===== config.mk =====
export PLATFORM = sky130hd
export DESIGN_NAME = fib_lookup_flat
export DESIGN_NICKNAME = d
export VERILOG_FILES = /design/src/hw/fib_pkg.sv /design/src/hw/fib_table_if.sv /design/src/hw/fib_lookup.sv /design/src/flat_wrapper.sv
export VERILOG_INCLUDE_DIRS = /design/src /design/src/hw
export SDC_FILE = /design/constraint.sdc
export NUM_CORES = 1
export LEC_CHECK = 0
export BUFFER_PORTS_ARGS = -buffer_cell sky130_fd_sc_hd__buf_2
export CAP_MARGIN = 20
export CORE_AREA = 2 2 95 97
export CTS_BUF_LIST = sky130_fd_sc_hd__clkbuf_4 sky130_fd_sc_hd__clkbuf_8
export CTS_CLUSTER_SIZE = 20
export DETAILED_ROUTE_END_ITERATION = 12
export DIE_AREA = 0 0 97 99
export PLACE_DENSITY = 0.79
export SETUP_SLACK_MARGIN = 0.1
export SLEW_MARGIN = 20
export SYNTH_ARGS = -nofsm -noshare
export SYNTH_HDL_FRONTEND = slang
export SYNTH_SLANG_ARGS = --single-unit

===== constraint.sdc =====
create_clock -name clk -period 5.6 [get_ports clk]
set_clock_uncertainty 0.2 [all_clocks]
set_input_delay 1.12 -clock clk [delete_from_list [all_inputs] [get_ports clk]]
set_output_delay 1.12 -clock clk [all_outputs]
set_load 0.05 [all_outputs]

===== src/hw/fib_defines.svh =====
/* FIB sizing macros: prefix, length and hash index widths, payload burst length */

`ifndef FIB_DEFINES_SVH
`define FIB_DEFINES_SVH

// Name prefix word, MSB first
`define FIB_PREFIX_W 64

// Prefix length field, one table row per length
`define FIB_LEN_W 6

// Column index into one table row
`define FIB_HASH_W 10

// Payload bytes forwarded per accepted data packet
// Kept short so simulation stays quick
`define FIB_BURST_BYTES 16

// Payload byte width
`define FIB_BYTE_W 8

`endif


===== src/hw/fib_pkg.sv =====
/* FIB package: prefix, prefix length, hash index and payload byte types */

`default_nettype none

`include "fib_defines.svh"

package fib_pkg;

    // Name prefix word, MSB first
    typedef logic [`FIB_PREFIX_W-1:0] prefix_t;

    // Prefix length in bits
    // 0 means no match in lookup results
    typedef logic [`FIB_LEN_W-1:0] plen_t;

    // Column of the valid-bit table
    typedef logic [`FIB_HASH_W-1:0] hidx_t;

    // One payload byte
    typedef logic [`FIB_BYTE_W-1:0] byte_t;

endpackage

`default_nettype wire


===== src/hw/fib_table_if.sv =====
/* Valid-bit table interface: learner write port, prober read port, clear status */

`timescale 1ns/1ns
`default_nettype none

interface fib_table_if;
    import fib_pkg::*;

    // Write port, sets one valid bit
    logic  wr_en;
    plen_t wr_len;
    hidx_t wr_idx;

    // Read port, hit returns one cycle after rd_en
    logic  rd_en;
    plen_t rd_len;
    hidx_t rd_idx;
    logic  rd_hit;

    // High while the table clears after reset
    logic  busy;

    // Insert controller side
    modport learner (output wr_en, wr_len, wr_idx, input busy);

    // Longest-prefix-match side
    modport prober (output rd_en, rd_len, rd_idx, input rd_hit, busy);

    // Memory side
    modport memory (input wr_en, wr_len, wr_idx, rd_en, rd_len, rd_idx,
                    output rd_hit, busy);

endinterface

`default_nettype wire


===== src/hw/fib_lookup.sv =====
/* Longest-prefix-match controller: hashes and probes the table from the
   requested length downward, reports the first hit or length 0 */

`timescale 1ns/1ns
`default_nettype none

module fib_lookup (
    input  logic             clk,
    input  logic             rst,
    input  logic             lookup_valid,
    input  fib_pkg::prefix_t lookup_prefix,
    input  fib_pkg::plen_t   lookup_len,
    output logic             lookup_ready,
    output logic             hash_req,
    output fib_pkg::prefix_t hash_prefix,
    output fib_pkg::plen_t   hash_len,
    input  logic             hash_grant,
    input  fib_pkg::hidx_t   hash_idx,
    input  logic             hash_done,
    input  logic             hash_done_id,
    fib_table_if.prober      tbl,
    output logic             lpm_valid,
    output fib_pkg::prefix_t lpm_prefix,
    output fib_pkg::plen_t   lpm_len
);
    import fib_pkg::*;

    typedef enum logic [1:0] {S_IDLE, S_HASH, S_WAIT, S_CHECK} state_t;

    state_t  state;
    prefix_t prefix_q;
    plen_t   probe_len;
    logic    accept;
    logic    own_done;

    assign lookup_ready = (state == S_IDLE) && !tbl.busy;
    assign accept       = lookup_valid && lookup_ready;

    // This block is requester 0, tag low
    assign own_done = hash_done & ~hash_done_id;

    // Hash the full prefix at the current probe length
    assign hash_req    = (state == S_HASH);
    assign hash_prefix = prefix_q;
    assign hash_len    = probe_len;

    // Table read issued with the hash result
    assign tbl.rd_en  = (state == S_WAIT) && own_done;
    assign tbl.rd_len = probe_len;
    assign tbl.rd_idx = hash_idx;

    // Result always echoes the request
    assign lpm_prefix = prefix_q;

    always_ff @(posedge clk) begin
        if (rst) begin
            state     <= S_IDLE;
            lpm_valid <= 1'b0;
        end else begin
            lpm_valid <= 1'b0;
            case (state)
                S_IDLE: begin
                    // Length 0 request reports at once
                    if (accept && lookup_len == '0) begin
                        lpm_valid <= 1'b1;
                    end else if (accept) begin
                        state <= S_HASH;
                    end
                end
                S_HASH: if (hash_grant) state <= S_WAIT;
                S_WAIT: if (own_done) state <= S_CHECK;
                S_CHECK: begin
                    // Hit, or last length missed
                    if (tbl.rd_hit || probe_len == plen_t'(1)) begin
                        lpm_valid <= 1'b1;
                        state     <= S_IDLE;
                    end else begin
                        state <= S_HASH;
                    end
                end
                default: state <= S_IDLE;
            endcase
        end
    end

    // Request latch, probe length and reported length
    always_ff @(posedge clk) begin
        if (accept) begin
            prefix_q  <= lookup_prefix;
            probe_len <= lookup_len;
            lpm_len   <= '0;
        end else if (state == S_CHECK) begin
            lpm_len   <= tbl.rd_hit ? probe_len : '0;
            probe_len <= probe_len - 1'b1;
        end
    end

endmodule

`default_nettype wire


===== src/flat_wrapper.sv =====
// flat-port wrapper written by rule: the top's interface ports become plain ports
module fib_lookup_flat import fib_pkg::*;
  (clk, rst, lookup_valid, lookup_prefix, lookup_len, lookup_ready, hash_req, hash_prefix, hash_len, hash_grant, hash_idx, hash_done, hash_done_id, lpm_valid, lpm_prefix, lpm_len, tbl_rd_en, tbl_rd_len, tbl_rd_idx, tbl_rd_hit, tbl_busy);
  fib_table_if tbl_i ();
  input  logic clk;
  input  logic rst;
  input  logic lookup_valid;
  input  fib_pkg::prefix_t lookup_prefix;
  input  fib_pkg::plen_t lookup_len;
  output logic lookup_ready;
  output logic hash_req;
  output fib_pkg::prefix_t hash_prefix;
  output fib_pkg::plen_t hash_len;
  input  logic hash_grant;
  input  fib_pkg::hidx_t hash_idx;
  input  logic hash_done;
  input  logic hash_done_id;
  output logic lpm_valid;
  output fib_pkg::prefix_t lpm_prefix;
  output fib_pkg::plen_t lpm_len;
  output wire logic [$bits(tbl_i.rd_en)-1:0] tbl_rd_en;
  output wire logic [$bits(tbl_i.rd_len)-1:0] tbl_rd_len;
  output wire logic [$bits(tbl_i.rd_idx)-1:0] tbl_rd_idx;
  input wire logic [$bits(tbl_i.rd_hit)-1:0] tbl_rd_hit;
  input wire logic [$bits(tbl_i.busy)-1:0] tbl_busy;
  assign tbl_rd_en = tbl_i.rd_en;
  assign tbl_rd_len = tbl_i.rd_len;
  assign tbl_rd_idx = tbl_i.rd_idx;
  assign tbl_i.rd_hit = tbl_rd_hit;
  assign tbl_i.busy = tbl_busy;
  fib_lookup u_core (.clk(clk), .rst(rst), .lookup_valid(lookup_valid), .lookup_prefix(lookup_prefix), .lookup_len(lookup_len), .lookup_ready(lookup_ready), .hash_req(hash_req), .hash_prefix(hash_prefix), .hash_len(hash_len), .hash_grant(hash_grant), .hash_idx(hash_idx), .hash_done(hash_done), .hash_done_id(hash_done_id), .tbl(tbl_i), .lpm_valid(lpm_valid), .lpm_prefix(lpm_prefix), .lpm_len(lpm_len));
endmodule

==> results of run 1 <==
-- through the flow --
step / cell area [um2] / total power, mW
floorplan: 3360 / 1.52
global placement: 4030 / 1.60
detailed placement: 4030 / 1.62
CTS: 4250 / 2.07
global route: 4250 / 2.13
finish: 4250 / 2.06
-- cells in the mapped netlist (all sizes together), types with 2 or more instances --
| master | n |
|---|---|
| nand3 | 8 |
| edfxtp | 70 |
| buf | 81 |
| xor2 | 2 |
| nor2b | 2 |
| a21oi | 10 |
| nor2 | 8 |
| inv | 7 |
| nand2 | 6 |
| nand2b | 7 |
| clkbuf | 2 |
| ha | 7 |
| dfxtp | 9 |
| xnor2 | 2 |
| o21ai | 6 |
-- layout make-up --
class	count	area, um2
multi-input cells	68	443
fillers	789	4300
clock inverters	5	82.6
well taps	108	135
flip-flops and latches	79	2280
inverters	7	26.3
repair buffers	228	1140
clock buffers	11	139
-- layer usage --
layer	global-route usage (%)	vias up
met5	0	-
met4	7.15	0
met3	4.47	5
met2	27.8	123
met1	16.5	1052
li1	-	1058
-- final timing paths --
kind,from,endpoint,slack (ps),cells after the start
worst max-delay path,hash_done_id,tbl_rd_en,2590,4
worst min-delay path,u_core.lpm_len[2],u_core.lpm_len[2],270,2
worst max register to register,u_core.state[1],u_core.hash_len[2],2910,6
worst min register to register,u_core.lpm_len[2],u_core.lpm_len[2],270,2
-- flip-flops by register name, summed over array words and instances (netlist names) --
name / flops
u_core.hash_len: 6
u_core.lpm_valid: 1
u_core.hash_prefix: 64
u_core.state: 2
u_core.lpm_len: 6
-- power by group through the flow --
stage          Sequential [mW]  Combinational, mW  Clock, mW
2_1_floorplan             1.06              0.467          0
3_3_place_gp             0.809              0.791          0
3_5_place_dp             0.814              0.802          0
4_1_cts                  0.801              0.803      0.469
5_1_grt                  0.811              0.830      0.492
6_report                 0.800              0.800      0.458
-- tightest hold or removal path, cell delays in order, from the launching register on --
cell and delay, ps:
dfxtp_1 310, nand2b_1 60, a21oi_1 50
-- logic make-up (layout without fill, tap and decap cells) --
group           Yosys count  count (layout)  share of synthesized area, %
buf+inv                  90             251                          19.0
compound gates           21              21                          3.65
xor+xnor                  4               4                          1.04
simple gates             36              36                          5.88
flops                    79              79                          67.9
fa+ha+maj                 7               7                          2.60
==> reports/metrics.csv, run 1 <==
metric,value,unit
layout cells sized above 1,61.8,%
Post-route DRC,0,
Final Wtd Congestion,0.812,
power share of the combinational group,38.9,%
Worst Setup End Kind,primary output,
Sink Count,79,
die area,9600,um2
Worst path max stage delay,260,ps
"Worst Path Class, Setup",primary input to primary output,
area delta synth->final,26.4,%
Starting Density,39.3,%
worst hold-check path type,flip-flop to flip-flop,
"EDFF count, synth",70,
TritonCTS clock tree,done,
DR WL/cell,15.6,um
most frequent cells in the layout,"buf_2, edfxtp_1, a21oi_1, clkbuf_8, dfxtp_1",
Clk network pwr share,22.3,%
Hold Slack,271,ps
MaxCap Viol Count,0,
setup_tns,0,ps
Synth warnings,0,
Post-CTS Setup Inserts,0,
final core utilization,49.7,%
"most used cell, CP",buf_2,
RSZ-0062 raised after global routing,false,
synthesized flop and latch total,79,
HPWL after detailed placement,6100,um
top sig layer,met4,
synth unique cells,26,
drt pass-1 iters,4,
Mapped Avg Cell Area,14.2,um2
Max Fclk,0.332,GHz
ordered cell list for the critical path,buf_2 -> nand2b_1 -> nor2_1 -> buf_2,
Iteration-0 DRC Markers,80,
Worst Path Required,4280,ps
pin count of the biggest net entering global routing,49,
via count,2238,
Final period util,53.8,%
register share of total power,38.9,%
crit path launch type,primary input,
P_int,1.16,mW
Place WS,2340,ps
# IOs,248,
CTS resizes,0,
fin cells,506,
critical path's top delay family,buffers and inverters,
Worst Path Max Fanout,2,
fin nets,488,
Post-synth ARST share,0,%
Fin. Hold Viols,0,
Syn Std Cell Area,3360,um2
Psw,896,uW
Clock Tree Root,clkbuf_8,
syn nets,332,
H-tree Lvls,3,
vias in the first global route,2197,
fin crit period,3010,ps
die height,99,um
Placed Cells,490,
status,completed,
Rel. slew slack,55.9,%
Core Area,8550,um2
Met3 Wirelength,633,um
"commonest non-fill, non-tap cell in the layout",buf_2,
antenna violations before repair,0,
Via density,4.42,
Die Span X,97,um
PortBufs,227,
slowest CP cell,buf_2,
"Clk pin slew, worst setup/hold paths",70,ps
"Primary FF master, synth",edfxtp_1,
DRT Wirelength,7880,um
CTS Buf Count,9,
Antenna Cells,0,
Area contributors post-synth,"edfxtp_1, buf_4, dfxtp_1, ha_1, a21oi_1",
met2 WL,4300,um
Post-Syn Instances,237,
final setup fails,0,
"Slew Viols, Final",0,
Final ANT Viol Nets,0,
"Buf+Inv Stages, Crit Path",2,
sw frac,43.5,%
CTS Buffer Depth,2,
first-pass GRT wire length,11200,um
worst setup margin,2590,ps
Leak Pwr,1.92,nW
"Seq/Total Area, Yosys",67.9,%
GRT Residual Overflow,0,
Site Rows,34,
Hold Buf Count CTS,0,
CP arrival,1690,ps
worst skew pair latency,330,ps
Max VDD drop,0.199,mV
Synth top area share,62.5,%
PwrDens,484,nW/um2
GR Util All Layers,15.3,%
Worst-Margin Slew,661,ps
wl on met1,2870,um
dominant cell type by area after synthesis,edfxtp_1,
Note: power is estimated with default switching activity, not from simulation.
==> inputs of run 2 (changes only) <==
--- a/config.mk
+++ b/config.mk
@@ -6,14 +6,14 @@
 export SDC_FILE = /design/constraint.sdc
 export NUM_CORES = 1
 export LEC_CHECK = 0
+export ABC_AREA = 1
 export BUFFER_PORTS_ARGS = -buffer_cell sky130_fd_sc_hd__buf_2
 export CAP_MARGIN = 20
-export CORE_AREA = 2 2 95 97
+export CORE_UTILIZATION = 38
 export CTS_BUF_LIST = sky130_fd_sc_hd__clkbuf_4 sky130_fd_sc_hd__clkbuf_8
 export CTS_CLUSTER_SIZE = 20
 export DETAILED_ROUTE_END_ITERATION = 12
-export DIE_AREA = 0 0 97 99
-export PLACE_DENSITY = 0.79
+export PLACE_DENSITY = 0.8
 export SETUP_SLACK_MARGIN = 0.1
 export SLEW_MARGIN = 20
 export SYNTH_ARGS = -nofsm -noshare
==> constraint.sdc (replaced) <==
create_clock -name clk -period 2.6 [get_ports clk]
set_clock_uncertainty 0.2 [all_clocks]
set_input_delay 0.52 -clock clk [delete_from_list [all_inputs] [get_ports clk]]
set_output_delay 0.52 -clock clk [all_outputs]
set_load 0.05 [all_outputs]
==> reports/metrics.csv, run 2 <==
metric,value,unit
Post-Synth XOR/XNOR Area,0.772,%
Sink Count,79,
"Seq/Total Area, Yosys",67.1,%
flop-to-flop setup slack,600,ps
worst skew pair latency,330,ps
"Worst Path Class, Setup",flip-flop to primary output,
most instantiated cells after synthesis,"buf_4, edfxtp_1, inv_1",
Core Area,8680,um2
dominant cell type by area after synthesis,edfxtp_1,
via count,2310,
largest family of logic cells by synthesized area,buffers and inverters,
Post-Synth Adder-Cell Area,2.57,%
Via density,4.42,
area delta synth->final,26.7,%
die area,9340,um2
Post-CTS Setup Inserts,0,
Worst path max stage delay,360,ps
Die Span X,96.6,um
fin crit period,2130,ps
ordered cell list for the critical path,inv_1 -> ha_1 -> inv_1 -> nor2_1 -> buf_2,
GRT Residual Overflow,0,
final core utilization,49.7,%
H-tree Lvls,3,
Synth Area in Simple Gates,5.30,%
synthesized flop and latch total,79,
worst hold-check path type,primary input to flip-flop,
Synth warnings,0,
Leak Pwr,2.06,nW
Final Wtd Congestion,0.808,
Rel. slew slack,69.0,%
die height,96.6,um
vias in the first global route,2283,
fin nets,505,
setup_tns,0,ps
Clock Tree Root,clkbuf_8,
Iteration-0 DRC Markers,47,
post-synthesis mux area share,0,%
synth unique cells,23,
filler cell count in the final layout,777,
Max Fclk,0.469,GHz
HPWL after detailed placement,6330,um
multi-input logic area,424,um2
Synth top area share,61.8,%
PwrDens,993,nW/um2
Hold Buf Count CTS,0,
MaxCap Viol Count,0,
CP arrival,1410,ps
"Primary FF master, synth",edfxtp_1,
Final ANT Viol Nets,0,
Fin. Hold Viols,0,
pin count of the biggest net entering global routing,37,
Post-route DRC,0,
"Buf+Inv Stages, Crit Path",3,
DRT Wirelength,8000,um
Site Rows,34,
Starting Density,39.2,%
crit path launch type,flip-flop,
drt pass-1 iters,4,
DR WL/cell,15.3,um
Antenna Cells,0,
slowest CP cell,dfxtp_1,
Final period util,82.1,%
first-pass GRT wire length,12000,um
CTS Buffer Depth,2,
layout cells sized above 1,61.9,%
Post-synth ARST share,0,%
status,completed,
"EDFF count, synth",70,
"Clk pin slew, worst setup/hold paths",80,ps
Area contributors post-synth,"edfxtp_1, buf_4, dfxtp_1, ha_1, inv_1",
Max VDD drop,0.481,mV
Worst Setup End Kind,primary output,
CTS resizes,0,
Mapped Avg Cell Area,13.6,um2
GR Util All Layers,16.7,%
"most used cell, CP",inv_1,
Compound-Gate Fraction of Synth Area,3.82,%
Post-Syn Instances,250,
"commonest non-fill, non-tap cell in the layout",buf_2,
Worst Path Required,1880,ps
max FFs per register,64,
final setup fails,0,
PortBufs,227,
Worst-Margin Slew,465,ps
Worst Path Max Fanout,5,
Syn Std Cell Area,3400,um2
RSZ-0062 raised after global routing,false,
worst setup margin,466,ps
antenna violations before repair,0,
CTS Buf Count,9,
"Slew Viols, Final",0,
TritonCTS clock tree,done,
syn nets,345,
"count leader, synth",buf_4,
critical path's top delay family,buffers and inverters,
register area,2280,um2
most frequent cells in the layout,"buf_2, edfxtp_1, inv_1, nand2_1",
# IOs,248,
Place WS,622,ps
[run 2: cell count changes in the layout (fill, tap and decap cells not counted), moves of 4 or more]
cell / delta
inv_1: +16
nand2_1: +14
nand2b_1: -7
a21oi_1: -6
a32oi_1: +6
nand3_1: -5
nor2_2: +4
[run 2: routing by layer]
layer | up-vias | wire length (um) | GRT usage (%)
met1 | 1087 | 2990 | 18.7
met3 | 13 | 743 | 6.79
met5 | - | 0 | 0
met4 | 0 | 117 | 5.51
li1 | 1080 | - | -
met2 | 130 | 4150 | 28.9
[run 2: final timing paths]
check | depth (start not counted) | endpoint | start
min reg2reg | 2 | u_core.lpm_len[3] | u_core.lpm_len[3]
max | 5 | lookup_ready | u_core.state[0]
max reg2reg | 8 | u_core.lpm_len[0] | u_core.state[0]
min | 1 | u_core.hash_prefix[52] | lookup_prefix[52]
[run 2: final cells by class]
type                    count  share of cell area (%)
clock buffers              10                    3.05
inverters                  24                    2.18
repair buffers            230                    26.9
flip-flops and latches     79                    52.9
well taps                 108                    3.13
multi-input cells          66                    9.84
clock inverters             6                    1.97
[run 2: cells by family (layout without fill, tap and decap cells)]
logic type / after synthesis / count (layout)
flip-flops: 79 / 79
AND/OR/NAND/NOR: 37 / 37
XOR/XNOR: 3 / 3
buffers and inverters: 105 / 270
AO/OA/AOI/OAI: 19 / 19
adder cells (fa/ha/maj): 7 / 7
[run 2: through the flow]
| step | cell area, um2 | hold slack (ps) | instances | total power [mW] |
|---|---|---|---|---|
| after global placement | 4090 | 233 | 507 | 3.32 |
| after floorplan | 3410 | 266 | 250 | 3.13 |
| final | 4310 | 146 | 523 | 4.28 |
| after global routing | 4310 | 116 | 523 | 4.45 |
| after CTS | 4310 | 122 | 523 | 4.32 |
| after detailed placement | 4090 | 233 | 507 | 3.34 |
[run 2: power breakdown]
| group | switching (mW) | leakage (nW) | total [mW] | internal, mW |
|---|---|---|---|---|
| logic | 1.28 | 1.23 | 1.60 | 0.319 |
| clock network | 0.429 | 0.106 | 0.977 | 0.548 |
| registers | 0.109 | 0.724 | 1.70 | 1.59 |
| total | 1.82 | 2.06 | 4.28 | 2.46 |
==> inputs of run 3 (changes only) <==
--- a/config.mk
+++ b/config.mk
@@ -9,11 +9,12 @@
 export ABC_AREA = 1
 export BUFFER_PORTS_ARGS = -buffer_cell sky130_fd_sc_hd__buf_2
 export CAP_MARGIN = 20
-export CORE_UTILIZATION = 38
+export CORE_AREA = 2 2 96 98
 export CTS_BUF_LIST = sky130_fd_sc_hd__clkbuf_4 sky130_fd_sc_hd__clkbuf_8
 export CTS_CLUSTER_SIZE = 20
 export DETAILED_ROUTE_END_ITERATION = 12
-export PLACE_DENSITY = 0.8
+export DIE_AREA = 0 0 98 100
+export PLACE_DENSITY = 0.78
 export SETUP_SLACK_MARGIN = 0.1
 export SLEW_MARGIN = 20
 export SYNTH_ARGS = -nofsm -noshare
==> constraint.sdc (replaced) <==
create_clock -name clk -period 2.2 [get_ports clk]
set_clock_uncertainty 0.2 [all_clocks]
set_input_delay 0.44 -clock clk [delete_from_list [all_inputs] [get_ports clk]]
set_output_delay 0.44 -clock clk [all_outputs]
set_load 0.05 [all_outputs]
==> reports/metrics.csv, run 3 (same netlist as run 2, synthesis figures left out) <==
metric,value,unit
hold depth,1,
Worst Path Required,1560,ps
setup_tns,0,ps
Worst R2R End,u_core.hash_len[1],
HPWL after detailed placement,6020,um
CTS Buf Count,9,
fin crit period,1970,ps
"commonest non-fill, non-tap cell in the layout",buf_2,
Starting Density,38.3,%
via count,2266,
met2 WL,3950,um
Max Fclk,0.506,GHz
GR Util All Layers,14.4,%
status,completed,
flop-to-flop setup slack,320,ps
slowest CP cell,dfxtp_2,
# IOs,248,
Final period util,89.7,%
pin count of the biggest net entering global routing,40,
wl on met1,2740,um
die area,9800,um2
Worst-Margin Slew,375,ps
die height,100,um
Hold Startpoint,lookup_prefix[14],
total power,5.10,mW
Fin. Hold Viols,0,
layout cells sized above 1,62.6,%
Worst Setup End Kind,primary output,
Antenna Cells,0,
final setup fails,0,
Hold Buf Count CTS,0,
Worst path max stage delay,350,ps
PwrDens,1180,nW/um2
Core Area,8890,um2
DRT Wirelength,7500,um
DR WL/cell,14.3,um
first-pass GRT wire length,10800,um
fin nets,504,
filler cell count in the final layout,811,
"Slew Viols, Final",0,
CP arrival,1330,ps
RSZ-0062 raised after global routing,false,
most frequent cells in the layout,"buf_2, edfxtp_1, inv_1, nand2_1, clkbuf_8",
Iteration-0 DRC Markers,45,
GRT Residual Overflow,0,
worst skew pair latency,340,ps
max FFs per register,64,
Post-CTS Setup Inserts,0,
Clock Tree Root,clkbuf_8,
crit path launch type,flip-flop,
ordered cell list for the critical path,inv_2 -> ha_1 -> inv_1 -> nor2_1 -> buf_2,
"Worst Path Class, Setup",flip-flop to primary output,
Max VDD drop,0.579,mV
Worst Path Max Fanout,5,
worst hold-check path type,primary input to flip-flop,
Leak Pwr,2.06,nW
Final Wtd Congestion,0.843,
Sink Count,79,
Met3 Wirelength,694,um
cells on worst reg2reg path,6,
"Clk pin slew, worst setup/hold paths",80,ps
TritonCTS clock tree,done,
MaxCap Viol Count,0,
H-tree Lvls,3,
Via density,4.32,
Site Rows,35,
vias in the first global route,2210,
hold endpoint,u_core.hash_prefix[14],
area delta synth->final,27.6,%
Final ANT Viol Nets,0,
launching point of the worst reg2reg path,u_core.state[1],
Post-route DRC,0,
PortBufs,227,
top sig layer,met4,
CTS resizes,0,
antenna violations before repair,0,
final core utilization,48.8,%
Die Span X,98,um
Rel. slew slack,75.0,%
drt pass-1 iters,4,
CTS Buffer Depth,2,
## run 3: worst max-delay path by stage
stage / startpoint / endpoint / slack [ps]
final: u_core.state[0] / tbl_rd_en / 230
after global routing: u_core.state[0] / tbl_rd_en / 140
after CTS: u_core.state[0] / tbl_rd_en / 200
after detailed placement: tbl_busy / u_core.hash_len[1] / 270
after global placement: tbl_busy / u_core.hash_len[1] / 340
after floorplan: u_core.state[0] / u_core.hash_len[2] / -110
## run 3: area by class of cell
cell class,instances,area (um2),area share [%]
clock inverter,6,83.8,1.93
timing repair buffer,229,1160,26.8
sequential,79,2280,52.6
multi-input combinational,66,444,10.2
clock buffer,10,131,3.03
tap,111,139,3.20
inverter,24,93.8,2.16
## run 3: power breakdown
part | total [mW] | internal [mW] | switching, mW
Sequential | 2.01 | 1.88 | 0.126
Clock | 1.15 | 0.648 | 0.505
Combinational | 1.94 | 0.407 | 1.53
## run 3: critical path: cells and delay by family (launching register included)
family | cells | cell delay (ps)
and+or+nand+nor | 1 | 80
adders and majority gates | 1 | 170
DFF | 1 | 350
buffers and inverters | 3 | 390
## run 3: metal layers
layer	track usage [%]	vias to the layer above
met1	15.8	1053
met4	7.05	0
met3	4.74	11
met2	25.2	124
met5	0	-
li1	-	1078
## run 3: metrics by stage
step | cells | hold slack, ps | worst slack [ps] | cell area (um2)
floorplan | 250 | 259 | -107 | 3430
global placement | 509 | 235 | 343 | 4130
detailed placement | 509 | 237 | 269 | 4130
CTS | 525 | 50.8 | 205 | 4340
global route | 525 | 41.2 | 144 | 4340
finish | 525 | 71.5 | 226 | 4340
